**src/hw/dcache_pkg.sv**
```systemverilog
/*
 * Geometry and shared types for the two-way write-back data cache.
 * The CPU side works on 30-bit word addresses, so there are no byte enables.
 * A line is four 32-bit words, and there are 256 sets per way.
 * The struct widths follow the localparams. INDEX_W and OFFSET_W set the tag width.
 */
package dcache_pkg;

    //////////////////////////////
    // geometry
    //////////////////////////////
    localparam int WORD_ADDR_W    = 30;
    localparam int OFFSET_W       = 2;
    localparam int INDEX_W        = 8;
    localparam int TAG_W          = WORD_ADDR_W - INDEX_W - OFFSET_W;  // 20
    localparam int WORD_W         = 32;
    localparam int WORDS_PER_LINE = 1 << OFFSET_W;
    localparam int LINE_W         = WORD_W * WORDS_PER_LINE;           // 128
    localparam int NUM_WAYS       = 2;
    localparam int NUM_SETS       = 1 << INDEX_W;
    localparam int LINE_ADDR_W    = WORD_ADDR_W - OFFSET_W;            // 28

    //////////////////////////////
    // port types
    //////////////////////////////
    typedef struct packed {
        logic [WORD_ADDR_W-1:0] addr;   // {tag, index, offset}
        logic                   write;
        logic [WORD_W-1:0]      wdata;
    } cpu_req_t;

    typedef enum logic {
        MEM_READ  = 1'b0,
        MEM_WRITE = 1'b1
    } mem_op_e;

    typedef struct packed {
        mem_op_e                op;
        logic [LINE_ADDR_W-1:0] line_addr;
        logic [LINE_W-1:0]      line;       // only used by MEM_WRITE
    } mem_req_t;

    //////////////////////////////
    // way array types
    //////////////////////////////
    typedef struct packed {
        logic              valid;
        logic              dirty;
        logic [TAG_W-1:0]  tag;
        logic [LINE_W-1:0] line;
    } way_rd_t;

    // a zero word_en means no write
    typedef struct packed {
        logic [WORDS_PER_LINE-1:0] word_en;
        logic                      valid;
        logic                      dirty;
        logic [TAG_W-1:0]          tag;
        logic [LINE_W-1:0]         line;
    } way_wr_t;

    typedef enum logic [2:0] {
        IDLE        = 3'd0,
        LOOKUP      = 3'd1,
        WRITEBACK   = 3'd2,
        REFILL_REQ  = 3'd3,
        REFILL_WAIT = 3'd4,
        FILL        = 3'd5
    } ctrl_state_e;

endpackage

```
**src/hw/dcache_way_select.sv**
```systemverilog
/*
 * Tag compare and victim choice for the two ways. Purely combinational.
 * Invalid ways are filled first. When both ways are valid, the LRU bit decides.
 * hit_word is only meaningful while hit is high.
 */
module dcache_way_select (
    input  dcache_pkg::way_rd_t             ways [dcache_pkg::NUM_WAYS],
    input  logic [dcache_pkg::TAG_W-1:0]    lookup_tag,
    input  logic [dcache_pkg::OFFSET_W-1:0] lookup_offset,
    input  logic                            lru_bit,
    output logic                            hit,
    output logic                            hit_way,
    output logic                            victim_way,
    output dcache_pkg::way_rd_t             victim,
    output logic [dcache_pkg::WORD_W-1:0]   hit_word
);
    import dcache_pkg::*;

    logic [NUM_WAYS-1:0] hit_vec;
    logic [LINE_W-1:0]   hit_line;

    //////////////////////////////
    // tag compare
    //////////////////////////////
    always_comb begin
        for (int w = 0; w < NUM_WAYS; w++) begin
            hit_vec[w] = ways[w].valid && (ways[w].tag == lookup_tag);
        end
    end

    assign hit     = |hit_vec;
    assign hit_way = hit_vec[1];      // way 0 when no hit

    //////////////////////////////
    // victim
    //////////////////////////////
    always_comb begin
        if (!ways[0].valid) begin
            victim_way = 1'b0;
        end else if (!ways[1].valid) begin
            victim_way = 1'b1;
        end else begin
            victim_way = lru_bit;
        end
    end

    assign victim = ways[victim_way];

    // word out of the hit line
    assign hit_line = ways[hit_way].line;
    assign hit_word = hit_line[lookup_offset*WORD_W +: WORD_W];

    // a tag lives in at most one way of a set, whatever the controller has written
    single_hit: assert final (!(hit_vec[0] === 1'b1 && hit_vec[1] === 1'b1));

endmodule

```
**config.mk**
```make
export PLATFORM = sky130hd
export DESIGN_NAME = dcache_way_select
export DESIGN_NICKNAME = d
export VERILOG_FILES = /design/src/hw/dcache_pkg.sv /design/src/hw/dcache_way_select.sv
export SDC_FILE = /design/constraint.sdc
export NUM_CORES = 1
export LEC_CHECK = 0
export ABC_AREA = 1
export BUFFER_PORTS_ARGS = -buffer_cell sky130_fd_sc_hd__buf_2
export CORE_AREA = 2 2 199 201
export DETAILED_ROUTE_END_ITERATION = 7
export DIE_AREA = 0 0 201 203
export GPL_ROUTABILITY_DRIVEN = 0
export SYNTH_ARGS = -nofsm -noshare
export SYNTH_HDL_FRONTEND = slang
export SYNTH_SLANG_ARGS = --single-unit
```
**constraint.sdc**
```tcl
create_clock -name vclk -period 2.7
set_input_delay 0.27 -clock vclk [all_inputs]
set_output_delay 0.27 -clock vclk [all_outputs]
set_load 0.05 [all_outputs]
```
==> results_dict.tcl <==
set metrics [dict create \
    synth-adder-area-share 0 \
    crit_fanout 63 \
    synth_cell_type_count 22 \
    cap_violations 0 \
    dp_hpwl_um 33600 \
    num_antenna_cells 0 \
    grt_pass1_wl_um 56300 \
    cpLargestDelayFamily "simple AND/OR/NAND/NOR gates" \
    p_int_uw 692 \
    crit_chain "buf_2 > xnor2_1 > nand3_1 > nor2_1 > nand3_4 > buf_12 > nand2_1 > nand3_1 > nand2_1 > nand2_1 > nand2_1 > buf_12" \
    worst_hold_slack_ps 932 \
    hold_violations 0 \
    p_leak_nw 6.37 \
    place_area_um2 9710 \
    synthSimpleGateAreaFrac 0.579 \
    nClkBuffers 0 \
    grt_start_max_net_pins 71 \
    synthCells 1400 \
    area_growth_syn_to_layout_pct 58.1 \
    dp_slack_ps 184 \
    initial_utilization 0.160 \
    nFlopsAndLatches 0 \
    fin_crit_ps 2550 \
    core_um2 38500 \
    drtIter0Drc 873 \
    final_net_count 2176 \
    post-route-period-util 0.945 \
    cts_setup_buffers 0 \
    gr-max-usage-layer "met2" \
    ios 508 \
    fin_ws_ps 148 \
    clock.fmax_mhz 392 \
    cp.arrival_ps 2280 \
    yosysSeqAreaShare 0 \
    die_h_um 203 \
    peakVddDrop_v 0.000101 \
    synth_compound_area_frac 0.138 \
    cp-end-kind "output pin" \
    gr-total-overflow 0 \
    syn_area_per_cell_um2 4.40 \
    grt_pass1_vias 9220 \
    synth_area_um2 6160 \
    combPwrFrac 1.000 \
    p_sw_frac 0.714 \
    hold_start "ways[148]" \
    pwr-share-clk 0 \
    synth_mux_area_frac 0 \
    worst_pin_slew_ps 493 \
    crit_required_ps 2430 \
    crit_slowest_cell "xnor2_1" \
    synth_nets 1723 \
    fin_area_um2 9740 \
    via_count 10400 \
    finalSetupViolCount 0 \
    grtUsageTotal 0.178 \
    synth_xor_area_frac 0.00995 \
    ant_nets 0 \
    grt_use_met2 0.313 \
    ys_warn_count 0 \
    crit_path_frequent_cell "nand2_1" \
    die_w_um 201 \
    met3_usage 0.0173 \
    p_seq_frac 0 \
    worstPathBufferInverterCount 3 \
    wl_per_cell_um 16.6 \
    firstDrtPassIters 6 \
    fin_cells 2369 \
    portBuffers 508 \
    slowest_delay_ps 280 \
    via_per_inst 4.37 \
    slew_headroom 0.668 \
    slew_viol_final 0 \
    grt_antenna_before_repair 0 \
    rsz0062_at_grt "no" \
    drive_above_1_share 0.310 \
    crit_type "in2out" \
    startpoint_type "input port" \
    drc 0 \
    critical_path.startpoint "lookup_tag[3]" \
    min_path_type "in2out" \
    outcome "finished, final reports clean" \
    wl_um 39300 \
    synth_top_family_by_area "simple AND/OR/NAND/NOR gates" \
    p_sw_mw 1.73 \
    die_area_um2 40800 \
    rows 72 \
    dp.cells 2368 \
    power_density_nw_per_um2 248 \
    seqCellArea_um2 0 \
    met1_usage 0.244 \
    tns_ps 0 \
]
cells in the final DEF, fill, tap and decap left out, types with 3 or more instances in the layout:
cell type and count:
xnor2_1 3, nor2_1 20, buf_12 35, inv_2 8, nor2_4 3, buf_2 488
nand2_1 524, inv_1 296, nand4_1 129, o21ai_0 155, nand3_1 130, nor4_1 3
buf_4 35, o22ai_1 4, xor2_1 4
power by group through the flow:
stage	Combinational (mW)	Clock, mW	Sequential [mW]
6_report	2.42	0	0
5_1_grt	2.59	0	0
4_1_cts	2.43	0	0
3_5_place_dp	2.42	0	0
3_3_place_gp	2.42	0	0
2_1_floorplan	1.48	0	0
layer usage:
| metal | wire length (µm) | part of all wire |
|---|---|---|
| met2 | 18900 | 0.48 |
| met5 | 0 | 0 |
| met3 | 2880 | 0.073 |
| met4 | 342 | 0.0087 |
| met1 | 17200 | 0.44 |
logic make-up (layout without fill, tap and decap cells):
logic type             count (synthesis)  count (layout)
AND/OR/NAND/NOR                      815             815
AO/OA/AOI/OAI                        166             166
XOR/XNOR                               7               7
buffers and inverters                412             863
worst min-delay path, stage by stage:
cell,delay (ps)
buf_2,100
nand2_1,50
nand2_1,40
buf_2,200
synth_stat cells:
master / instances / area (µm²)
nand2_1: 525 / 1970
inv_1: 296 / 1110
o21ai_0: 155 / 776
nand3_1: 130 / 651
nand4_1: 129 / 807
clkbuf_1: 45 / 169
buf_2: 42 / 210
nor2_1: 24 / 90.1
buf_6: 11 / 124
buf_1: 10 / 37.5
inv_2: 8 / 30.0
o22ai_1: 4 / 25.0
xor2_1: 4 / 35.0
nor4_1: 3 / 18.8
xnor2_1: 3 / 26.3
a21oi_1: 2 / 10.0
a221oi_1: 2 / 17.5
a22o_1: 2 / 17.5
nand3b_1: 2 / 15.0
and3_1: 1 / 6.26
nand3_2: 1 / 10.0
o21ai_1: 1 / 5.00
per-stage QoR:
step                      utilization  total power, mW
after floorplan                     -             1.48
after global placement          0.253             2.42
after detailed placement        0.253             2.42
after CTS                       0.253             2.43
after global routing            0.253             2.59
final                           0.253             2.42
area by class of cell:
cell class         count  area [µm²]
multi-input cells    988        4520
repair buffers       559        3430
inverters            304        1140
well taps            518         648
fillers             4574       28700
worst paths after layout:
kind / to / slack [ps] / depth (start not counted)
hold / removal: victim[148] / 930 / 4
setup / recovery: hit_word[8] / 150 / 12
timing repair:
item	4_1_cts	5_1_grt
hold buffers	0	0
setup endpoints to repair	0	3
resized for setup	0	1
Note: power is estimated with default switching activity, not from simulation.
