$ cat src/hw/dcache_pkg.sv
/*
 * Geometry and shared types for the two-way write-back data cache.
 * The CPU side works on 30-bit word addresses, so there are no byte enables.
 * A line is four 32-bit words, and there are 256 sets per way.
 * The struct widths follow the localparams. INDEX_W and OFFSET_W set the tag width.
 */
package dcache_pkg;

    //////////////////////////////
    // geometry
    //////////////////////////////
    localparam int WORD_ADDR_W    = 30;
    localparam int OFFSET_W       = 2;
    localparam int INDEX_W        = 8;
    localparam int TAG_W          = WORD_ADDR_W - INDEX_W - OFFSET_W;  // 20
    localparam int WORD_W         = 32;
    localparam int WORDS_PER_LINE = 1 << OFFSET_W;
    localparam int LINE_W         = WORD_W * WORDS_PER_LINE;           // 128
    localparam int NUM_WAYS       = 2;
    localparam int NUM_SETS       = 1 << INDEX_W;
    localparam int LINE_ADDR_W    = WORD_ADDR_W - OFFSET_W;            // 28

    //////////////////////////////
    // port types
    //////////////////////////////
    typedef struct packed {
        logic [WORD_ADDR_W-1:0] addr;   // {tag, index, offset}
        logic                   write;
        logic [WORD_W-1:0]      wdata;
    } cpu_req_t;

    typedef enum logic {
        MEM_READ  = 1'b0,
        MEM_WRITE = 1'b1
    } mem_op_e;

    typedef struct packed {
        mem_op_e                op;
        logic [LINE_ADDR_W-1:0] line_addr;
        logic [LINE_W-1:0]      line;       // only used by MEM_WRITE
    } mem_req_t;

    //////////////////////////////
    // way array types
    //////////////////////////////
    typedef struct packed {
        logic              valid;
        logic              dirty;
        logic [TAG_W-1:0]  tag;
        logic [LINE_W-1:0] line;
    } way_rd_t;

    // a zero word_en means no write
    typedef struct packed {
        logic [WORDS_PER_LINE-1:0] word_en;
        logic                      valid;
        logic                      dirty;
        logic [TAG_W-1:0]          tag;
        logic [LINE_W-1:0]         line;
    } way_wr_t;

    typedef enum logic [2:0] {
        IDLE        = 3'd0,
        LOOKUP      = 3'd1,
        WRITEBACK   = 3'd2,
        REFILL_REQ  = 3'd3,
        REFILL_WAIT = 3'd4,
        FILL        = 3'd5
    } ctrl_state_e;

endpackage

$ cat src/hw/dcache_ctrl.sv
/*
 * Miss-handling controller. It accepts a request, reads both ways, and compares
 * the tags in LOOKUP. A miss writes back a dirty victim, refills it, then responds.
 * Write misses allocate. The LRU bit per set names the way to evict next.
 * Only a read hit accepts a new request in LOOKUP. All other states stall the CPU.
 */
module dcache_ctrl (
    input  logic                            clk,
    input  logic                            arst_n,
    input  logic                            cpu_req_valid,
    input  dcache_pkg::cpu_req_t            cpu_req,
    output logic                            cpu_req_ready,
    output logic                            cpu_rsp_valid,
    output logic [dcache_pkg::WORD_W-1:0]   cpu_rdata,
    output logic                            mem_req_valid,
    output dcache_pkg::mem_req_t            mem_req,
    input  logic                            mem_req_ready,
    input  logic                            mem_rsp_valid,
    input  logic [dcache_pkg::LINE_W-1:0]   mem_rsp_line,
    output logic                            rd_en,
    output logic [dcache_pkg::INDEX_W-1:0]  rd_index,
    output dcache_pkg::way_wr_t             way_wr [dcache_pkg::NUM_WAYS],
    output logic [dcache_pkg::TAG_W-1:0]    lookup_tag,
    output logic [dcache_pkg::OFFSET_W-1:0] lookup_offset,
    output logic                            lru_bit,
    input  logic                            hit,
    input  logic                            hit_way,
    input  logic                            victim_way,
    input  dcache_pkg::way_rd_t             victim,
    input  logic [dcache_pkg::WORD_W-1:0]   hit_word
);
    import dcache_pkg::*;

    ctrl_state_e               state_q;
    ctrl_state_e               state_d;
    cpu_req_t                  req_q;
    logic [LINE_W-1:0]         fill_line_q;
    logic [NUM_SETS-1:0]       lru_q;
    logic [INDEX_W-1:0]        req_index;
    logic                      accept;
    logic                      lru_upd;
    logic                      lru_way;       // way just touched
    logic [WORDS_PER_LINE-1:0] word_sel;
    logic [LINE_W-1:0]         fill_merged;

    //////////////////////////////
    // request fields
    //////////////////////////////
    assign req_index     = req_q.addr[OFFSET_W +: INDEX_W];
    assign lookup_tag    = req_q.addr[WORD_ADDR_W-1 -: TAG_W];
    assign lookup_offset = req_q.addr[OFFSET_W-1:0];
    assign lru_bit       = lru_q[req_index];
    assign word_sel      = WORDS_PER_LINE'(1) << lookup_offset;

    assign accept   = cpu_req_valid && cpu_req_ready;
    assign rd_en    = accept;                          // arrays read on the accept edge
    assign rd_index = accept ? cpu_req.addr[OFFSET_W +: INDEX_W] : req_index;

    // store word goes over the refilled line on a write miss
    always_comb begin
        fill_merged = fill_line_q;
        if (req_q.write) begin
            fill_merged[lookup_offset*WORD_W +: WORD_W] = req_q.wdata;
        end
    end

    //////////////////////////////
    // FSM
    //////////////////////////////
    always_comb begin
        state_d       = state_q;
        cpu_req_ready = 1'b0;
        cpu_rsp_valid = 1'b0;
        cpu_rdata     = hit_word;
        mem_req_valid = 1'b0;
        mem_req       = '{op: MEM_READ, line_addr: req_q.addr[WORD_ADDR_W-1:OFFSET_W],
                          line: '0};
        lru_upd       = 1'b0;
        lru_way       = hit_way;
        for (int w = 0; w < NUM_WAYS; w++) begin
            way_wr[w] = '0;
        end

        case (state_q)
            IDLE: begin
                cpu_req_ready = 1'b1;
                if (cpu_req_valid) begin
                    state_d = LOOKUP;
                end
            end
            LOOKUP: begin
                if (hit) begin
                    cpu_rsp_valid = 1'b1;
                    lru_upd       = 1'b1;
                    if (req_q.write) begin
                        way_wr[hit_way] = '{word_en: word_sel, valid: 1'b1, dirty: 1'b1,
                                            tag: lookup_tag,
                                            line: {WORDS_PER_LINE{req_q.wdata}}};
                        state_d = IDLE;
                    end else begin
                        cpu_req_ready = 1'b1;          // next read overlaps this response
                        state_d       = cpu_req_valid ? LOOKUP : IDLE;
                    end
                end else if (victim.valid && victim.dirty) begin
                    state_d = WRITEBACK;
                end else begin
                    state_d = REFILL_REQ;
                end
            end
            WRITEBACK: begin
                mem_req_valid = 1'b1;
                mem_req       = '{op: MEM_WRITE, line_addr: {victim.tag, req_index},
                                  line: victim.line};
                if (mem_req_ready) begin
                    state_d = REFILL_REQ;
                end
            end
            REFILL_REQ: begin
                mem_req_valid = 1'b1;
                if (mem_req_ready) begin
                    state_d = REFILL_WAIT;
                end
            end
            REFILL_WAIT: begin
                if (mem_rsp_valid) begin
                    state_d = FILL;
                end
            end
            FILL: begin
                way_wr[victim_way] = '{word_en: {WORDS_PER_LINE{1'b1}}, valid: 1'b1,
                                       dirty: req_q.write, tag: lookup_tag,
                                       line: fill_merged};
                cpu_rsp_valid = 1'b1;
                cpu_rdata     = fill_line_q[lookup_offset*WORD_W +: WORD_W];
                lru_upd       = 1'b1;
                lru_way       = victim_way;
                state_d       = IDLE;
            end
            default: begin
                state_d = IDLE;
            end
        endcase
    end

    always_ff @(posedge clk or negedge arst_n) begin
        if (!arst_n) begin
            state_q <= IDLE;
            lru_q   <= '0;
        end else begin
            state_q <= state_d;
            if (lru_upd) begin
                lru_q[req_index] <= ~lru_way;  // evict the other way next
            end
        end
    end

    always_ff @(posedge clk) begin
        if (accept) begin
            req_q <= cpu_req;
        end
        if (state_q == REFILL_WAIT && mem_rsp_valid) begin
            fill_line_q <= mem_rsp_line;
        end
    end

    //////////////////////////////
    // assertions
    //////////////////////////////
    mem_req_stable: assert property (@(posedge clk) disable iff (!arst_n)
        mem_req_valid && !mem_req_ready |=> mem_req_valid && $stable(mem_req));

    // a hit answers the cycle after acceptance, a miss the cycle after the refill
    rsp_state_ok: assert property (@(posedge clk) disable iff (!arst_n)
        cpu_rsp_valid |-> (state_q == LOOKUP && $past(accept))
                       || (state_q == FILL && $past(mem_rsp_valid)));

endmodule

$ cat config.mk
export PLATFORM = sky130hd
export DESIGN_NAME = dcache_ctrl
export DESIGN_NICKNAME = d
export VERILOG_FILES = /design/src/hw/dcache_pkg.sv /design/src/hw/dcache_ctrl.sv
export SDC_FILE = /design/constraint.sdc
export NUM_CORES = 1
export LEC_CHECK = 0
export ABC_CLOCK_PERIOD_IN_PS = 7300
export BUFFER_PORTS_ARGS = -buffer_cell sky130_fd_sc_hd__buf_4
export CORE_AREA = 2 2 353 355
export DETAILED_ROUTE_END_ITERATION = 10
export DIE_AREA = 0 0 355 357
export PLACE_DENSITY = 0.36
export SLEW_MARGIN = 0
export SYNTH_ARGS = -nofsm -noshare
export SYNTH_HDL_FRONTEND = slang
export SYNTH_SLANG_ARGS = --single-unit
$ cat constraint.sdc
create_clock -name clk -period 7.3 [get_ports clk]
set_input_delay 0.73 -clock clk [delete_from_list [all_inputs] [get_ports clk]]
set_output_delay 0.73 -clock clk [all_outputs]
set_load 0.05 [all_outputs]
==> run metrics, run 1 <==
cell accounting for the most synthesized area=dfrtp_1; Power Density=~330 nW/µm²; vias in the first global route=around 22000; synthesized area=23970 µm²; Num CTS Buffers=59; Longest Clk Path Bufs=3; Nets=3142; Starting Density=between 15 and 20%; Resized cells post-CTS=0; final hold violation count=0; CP endpoint kind=output pin; Die ar.=roughly 130000 µm²; final setup fails=0; post-synth net total=roughly 2400; Critical Path AT=between 4 and 5 ns; HP Class=in -> async; Worst setup SP type=register; # Max-Cap Violations=0; Post-synth top cells=259 x dfrtp_1, 257 x o21ai_0, 256 x a22o_1, 256 x o31ai_1, 201 x clkbuf_1; number of hold buffers added after CTS=0; Rows=around 130; post-synthesis sequential area ratio=50.97%; Worst Clk Skew=0.03374 ns; Die Ht=between 300 and 400 µm; fraction of layout cells with a size suffix above 1=44.24%; num ports=approximately 910; Seq cells post-synth=450; Fillers=about 13000; Global Route Usage Sum=about 28%; initial DRC count=2248; critical path type=reg -> out; Syn. warnings=0; final wirelength=approximately 190000 µm; status=complete, no violations; GPL Wtd Cong=about 1.0; Reg clk slew, reported paths=roughly 0.060 ns; critical path data required time=roughly 6.6 ns; pin count of the biggest net entering global routing=172; Sink Count=450; global-route wire length before repair=between 200000 and 250000 µm; initial antenna violation count=46; Fin Hold WS=0.06980 ns; gr ovfl total=0; Total Negative Setup Slacks=0 ns; Vias=around 23000; vias per std cell=approximately 5.1; Core Area=123000 µm²; Post-Synthesis Cells=slightly above 2000; VDD IR-drop max=0.0002098 V; Post-synth EDFFs=approximately 190; Area growth syn-to-layout=42.80%; post-route minimum period=approximately 5.0 ns; Port Buffer Count=slightly above 900; Worst-Skew Late Latency=about 0.7 ns; Synth top area share=27.04%; drt wl/cell=between 40 and 50 µm; Die X=between 300 and 400 µm; clock root buffer=clkbuf_16; average size of a mapped cell=about 12 µm²; router iterations before antenna repair=5; Tightest Pin Transition=1.202 ns; top cells by area, synth=dfrtp_1 27%, edfxtp_1 24%, a22o_1 9.4%; Primary FF master, synth=dfrtp_1; Slew Viols, Final=0; leakage=14.44 nW; synth unique cells=40; fmax=about 200 MHz; final worst path period share=68.60%; Critical Path Fanout Max=20; Async SR Flop Fraction=a little under three fifths; relative slew slack=around 20%; H-tree levels=2; Post-CTS Setup Bufs=0; DRC viols=0; CTS tree=yes; Final ANT Viol Nets=0; RSZ-0062 raised after global routing=no; count leader, synth=dfrtp_1; dpl hpwl=148100 µm
[logic make-up after synthesis]
group	after synthesis	synth area share, %
DFF	450	50.97
adders and majority gates	5	0.2610
buffers and inverters	310	5.601
AOI/OAI and AO/OA	840	24.67
and+or+nand+nor	282	6.572
muxes	158	11.92
[cell usage in the layout (no fill, tap or decap), types with 13 or more instances in the layout]
cell and instances:
a22oi_1 37, clkbuf_16 63, nor2b_1 46, o31ai_1 256
o21ai_0 257, clkbuf_8 13, and2_1 133, mux4_2 96
buf_4 946, edfxtp_1 191, dfrtp_1 259, mux2_2 60
a22o_1 256, nand2_1 51, clkinv_2 15, diode_2 32
[flip-flops by register name (all words and copies together), names as in the netlist]
name           cells
lru_q            256
fill_line_q      128
req_q             33
lookup_tag        20
req_index          8
state_q            3
lookup_offset      2
[routing by layer]
metal  wire, µm  track usage (%)
met4       7704            11.33
met3      17060            9.730
met2      85780            44.50
met5        277            1.667
met1      75940            35.20
[final cells by class]
class / count / area (µm²) / share of cell area, %
diodes: 32 / 80.08 / 0.2340
clock buffers: 85 / 1789 / 5.228
clock inverters: 25 / 206.4 / 0.6032
inverters: 10 / 40.04 / 0.1170
multi-input cells: 1285 / 10670 / 31.17
flip-flops and latches: 450 / 12220 / 35.69
well taps: 1637 / 2048 / 5.984
repair buffers: 950 / 7177 / 20.97
[where the power goes]
group	switching [W]	internal [W]
clock network	0.00131	0.00171
registers	0.000489	0.00293
logic	0.00342	0.00128
[critical path, stage by stage (launching register included)]
cell      delay [ns]
edfxtp_1        0.46
buf_4           0.45
ha_1            0.47
nand4b_1        0.33
o21ai_4         0.82
buf_4           0.42
a22o_1          0.29
buf_4           0.31
[through the flow]
step | instance area (µm²) | std cells | setup WS (ns) | util, % | total power (W)
after floorplan | 23970 | 2045 | 2.548 | - | 0.006052
final | 34230 | 4474 | 2.293 | 27.83 | 0.01115
after global placement | 32150 | 4332 | 3.090 | 26.14 | 0.008118
after CTS | 34150 | 4442 | 2.230 | 27.76 | 0.01120
after detailed placement | 32150 | 4332 | 2.995 | 26.14 | 0.008130
after global routing | 34200 | 4463 | 2.198 | 27.81 | 0.01144
[final timing paths]
kind | start | endpoint | slack (ns) | cells after the start
max | lookup_offset[0] | way_wr[253] | 2.29 | 7
min | arst_n | lru_q[163] | 0.07 | 1
max reg2reg | req_q[32] | req_q[0] | 3.37 | 6
min reg2reg | lru_q[67] | lru_q[67] | 0.51 | 2
max in group asynchronous | arst_n | lru_q[13] | 5.92 | 2
min in group clk | mem_rsp_line[124] | fill_line_q[124] | 0.21 | 1
Power figures use the tool's default switching activity.
==> run 2: changes to the inputs <==
- ABC_CLOCK_PERIOD_IN_PS: 7300 -> 5150
- clock period: 7.3 -> 5.15 ns (I/O delays scaled with it)
==> run 2 against run 1 <==
Effect of this change: non-clock buffer count up 205; setup slack worse by 2.1 ns; via count up 3.7%; combinational power grew 46%; clock skew fell by 0.011 ns; sequential cell count is the same; sequential power up 43%; largest cell class unchanged; largest power group unchanged.
==> run metrics, run 2 (synthesis results as in run 1) <==
Starting Density=19.49% (unchanged); post-route minimum period=4.968 ns; r2r endpoint=req_index[7]; RSZ-0062 raised after global routing=no; Slew Viols, Final=0 (unchanged); GPL Wtd Cong=1.076 (+2.8%); clock root buffer=clkbuf_16; Port Buffer Count=912 (unchanged); vias in the first global route=22970 (+4.9%); critical path type=reg -> out; fmax=~200 MHz; Core Util, Final=29.45% (+1.6 points); Die Ht=357 µm (unchanged); most common cell after layout, fill and taps aside=buf_4; final worst path period share=about 96%; # Max-Cap Violations=0 (unchanged); num ports=913 (unchanged); VDD IR-drop max=0.0004551 V (+120%); pin count of the biggest net entering global routing=150 (-13%); final setup fails=0 (unchanged); gr ovfl total=0 (unchanged); area of the multi-input gates=10660 µm² (about the same); Num CTS Buffers=59 (unchanged); Largest Register=lru_q; Worst setup SP type=register; Nets=3347 (+6.5%); vias per std cell=5.077 (-0.71%); Final ANT Viol Nets=0 (unchanged); max reg flops=256 (unchanged); Die X=355 µm (unchanged); FF-to-FF setup slack=1.40 ns (-1.97 ns); global-route wire length before repair=242300 µm (+3.3%); Core Area=123000 µm² (unchanged); fraction of layout cells with a size suffix above 1=41.63% (-2.6 points); Sink Count=450 (unchanged); Global Route Usage Sum=28.93% (+0.69 points); PnR worst setup slack=0.1825 ns (-2.110 ns); Critical Path AT=4.45 ns (+0.17 ns); Worst Clk Skew=0.02249 ns (-0.01124 ns); top flop regs=lru_q x256, fill_line_q x128, req_q x33; Post-CTS Setup Bufs=0 (unchanged); flip-flop and latch area=12220 µm² (unchanged); Rows=129 (unchanged); crit path capture=way_wr[110]; leakage=15.28 nW (+5.8%); R2R Path Start=req_q[32]; Longest Clk Path Bufs=3 (unchanged); Reg clk slew, reported paths=0.06 ns (about the same); DRC viols=0 (unchanged); worst r2r path cells=6 (unchanged); final wirelength=191400 µm (+2.5%); Die ar.=126700 µm² (unchanged); router iterations before antenna repair=5 (unchanged); drt wl/cell=40.96 µm (-1.9%); Tightest Pin Transition=1.233 ns (+0.03173 ns); H-tree levels=2 (unchanged); initial DRC count=2285 (+1.6%); Area growth syn-to-layout=51.11%; CTS tree=yes; critical path data required time=4.64 ns (-1.93 ns); Total Negative Setup Slacks=0 ns (unchanged); Vias=23720 (+3.7%); Worst-Skew Late Latency=0.68 ns (-0.02 ns); Power Density=440.2 nW/µm² (+35%); status=complete, no violations; most frequent cells in the layout=959 x buf_4, 259 x dfrtp_1, 257 x o21ai_0; HP Class=in -> reg; dpl hpwl=151000 µm (+1.9%); Post-Place Setup Slack=1.029 ns (-1.966 ns); final hold violation count=0 (unchanged); Critical Path Fanout Max=22 (+10%); CP Launch Point=req_q[32]; Fillers=12810 (-1.1%); CP endpoint kind=output pin; relative slew slack=17.78% (-1.9 points); initial antenna violation count=65 (+41%)
[run 2: cell count changes in the layout (fill, tap and decap cells not counted), sizes merged]
cell / previous run / this run
buf: 950 / 969
bufinv: 0 / 2
clkbuf: 85 / 77
clkinv: 25 / 19
clkinvlp: 0 / 2
diode: 32 / 33
dlygate4sd3: 0 / 186
inv: 10 / 13
[run 2: worst max-delay path: stages (launching register included)]
cell,delay (ns)
edfxtp_1,0.89
inv_1,0.32
nor2_1,0.25
nand4b_1,0.27
o21ai_4,0.58
buf_4,0.50
a22o_1,0.61
buf_4,0.32
[run 2: layer usage]
layer | wire length, µm | up-vias | global-route usage (%)
met4 | 8428 | 20 | 11.37
met5 | 134 | - | 1.593
met2 | 87490 | 1244 | 45.64
met3 | 15860 | 242 | 8.847
met1 | 79470 | 12430 | 36.81
li1 | - | 9788 | -
[run 2: metrics by stage]
stage / area, µm² / instances / hold WS [ns] / power, W
6_report: 36220 / 4673 / 0.05508 / 0.01594
5_1_grt: 36190 / 4663 / 0.02380 / 0.01634
4_1_cts: 36130 / 4640 / 0.007888 / 0.01599
3_5_place_dp: 32360 / 4351 / 0.4924 / 0.01159
3_3_place_gp: 32360 / 4351 / 0.4848 / 0.01158
2_1_floorplan: 23970 / 2045 / 0.2194 / 0.008579
[run 2: layout make-up]
cell class              instances  share of cell area, %
diodes                         33                 0.2280
clock buffers                  77                  4.546
clock inverters                26                 0.7393
inverters                      10                 0.1106
multi-input cells            1285                  29.43
flip-flops and latches        450                  33.73
well taps                    1637                  5.655
repair buffers               1155                  25.56
[run 2: where the power goes]
part	total [W]	switching, W	internal, W
sequential	0.00488	0.000722	0.00416
clock	0.00419	0.00183	0.00235
combinational	0.00687	0.00492	0.00196
[run 2: repair_timing]
item / 4_1_cts / 5_1_grt
hold endpoints to repair: 276 / 0
hold buffers: 186 / 0
resized for setup: 0 / 0
[run 2: worst min path at each step]
stage                      end   startpoint  slack, ns  depth (start not counted)
floorplan             lru_q[0]       arst_n       0.22                          0
global placement     lru_q[12]    lru_q[12]       0.48                          2
detailed placement  lru_q[202]   lru_q[202]       0.49                          2
CTS                  req_q[23]  cpu_req[23]      0.008                          1
global route         req_q[23]  cpu_req[23]       0.02                          1
finish                req_q[4]   cpu_req[4]       0.06                          1
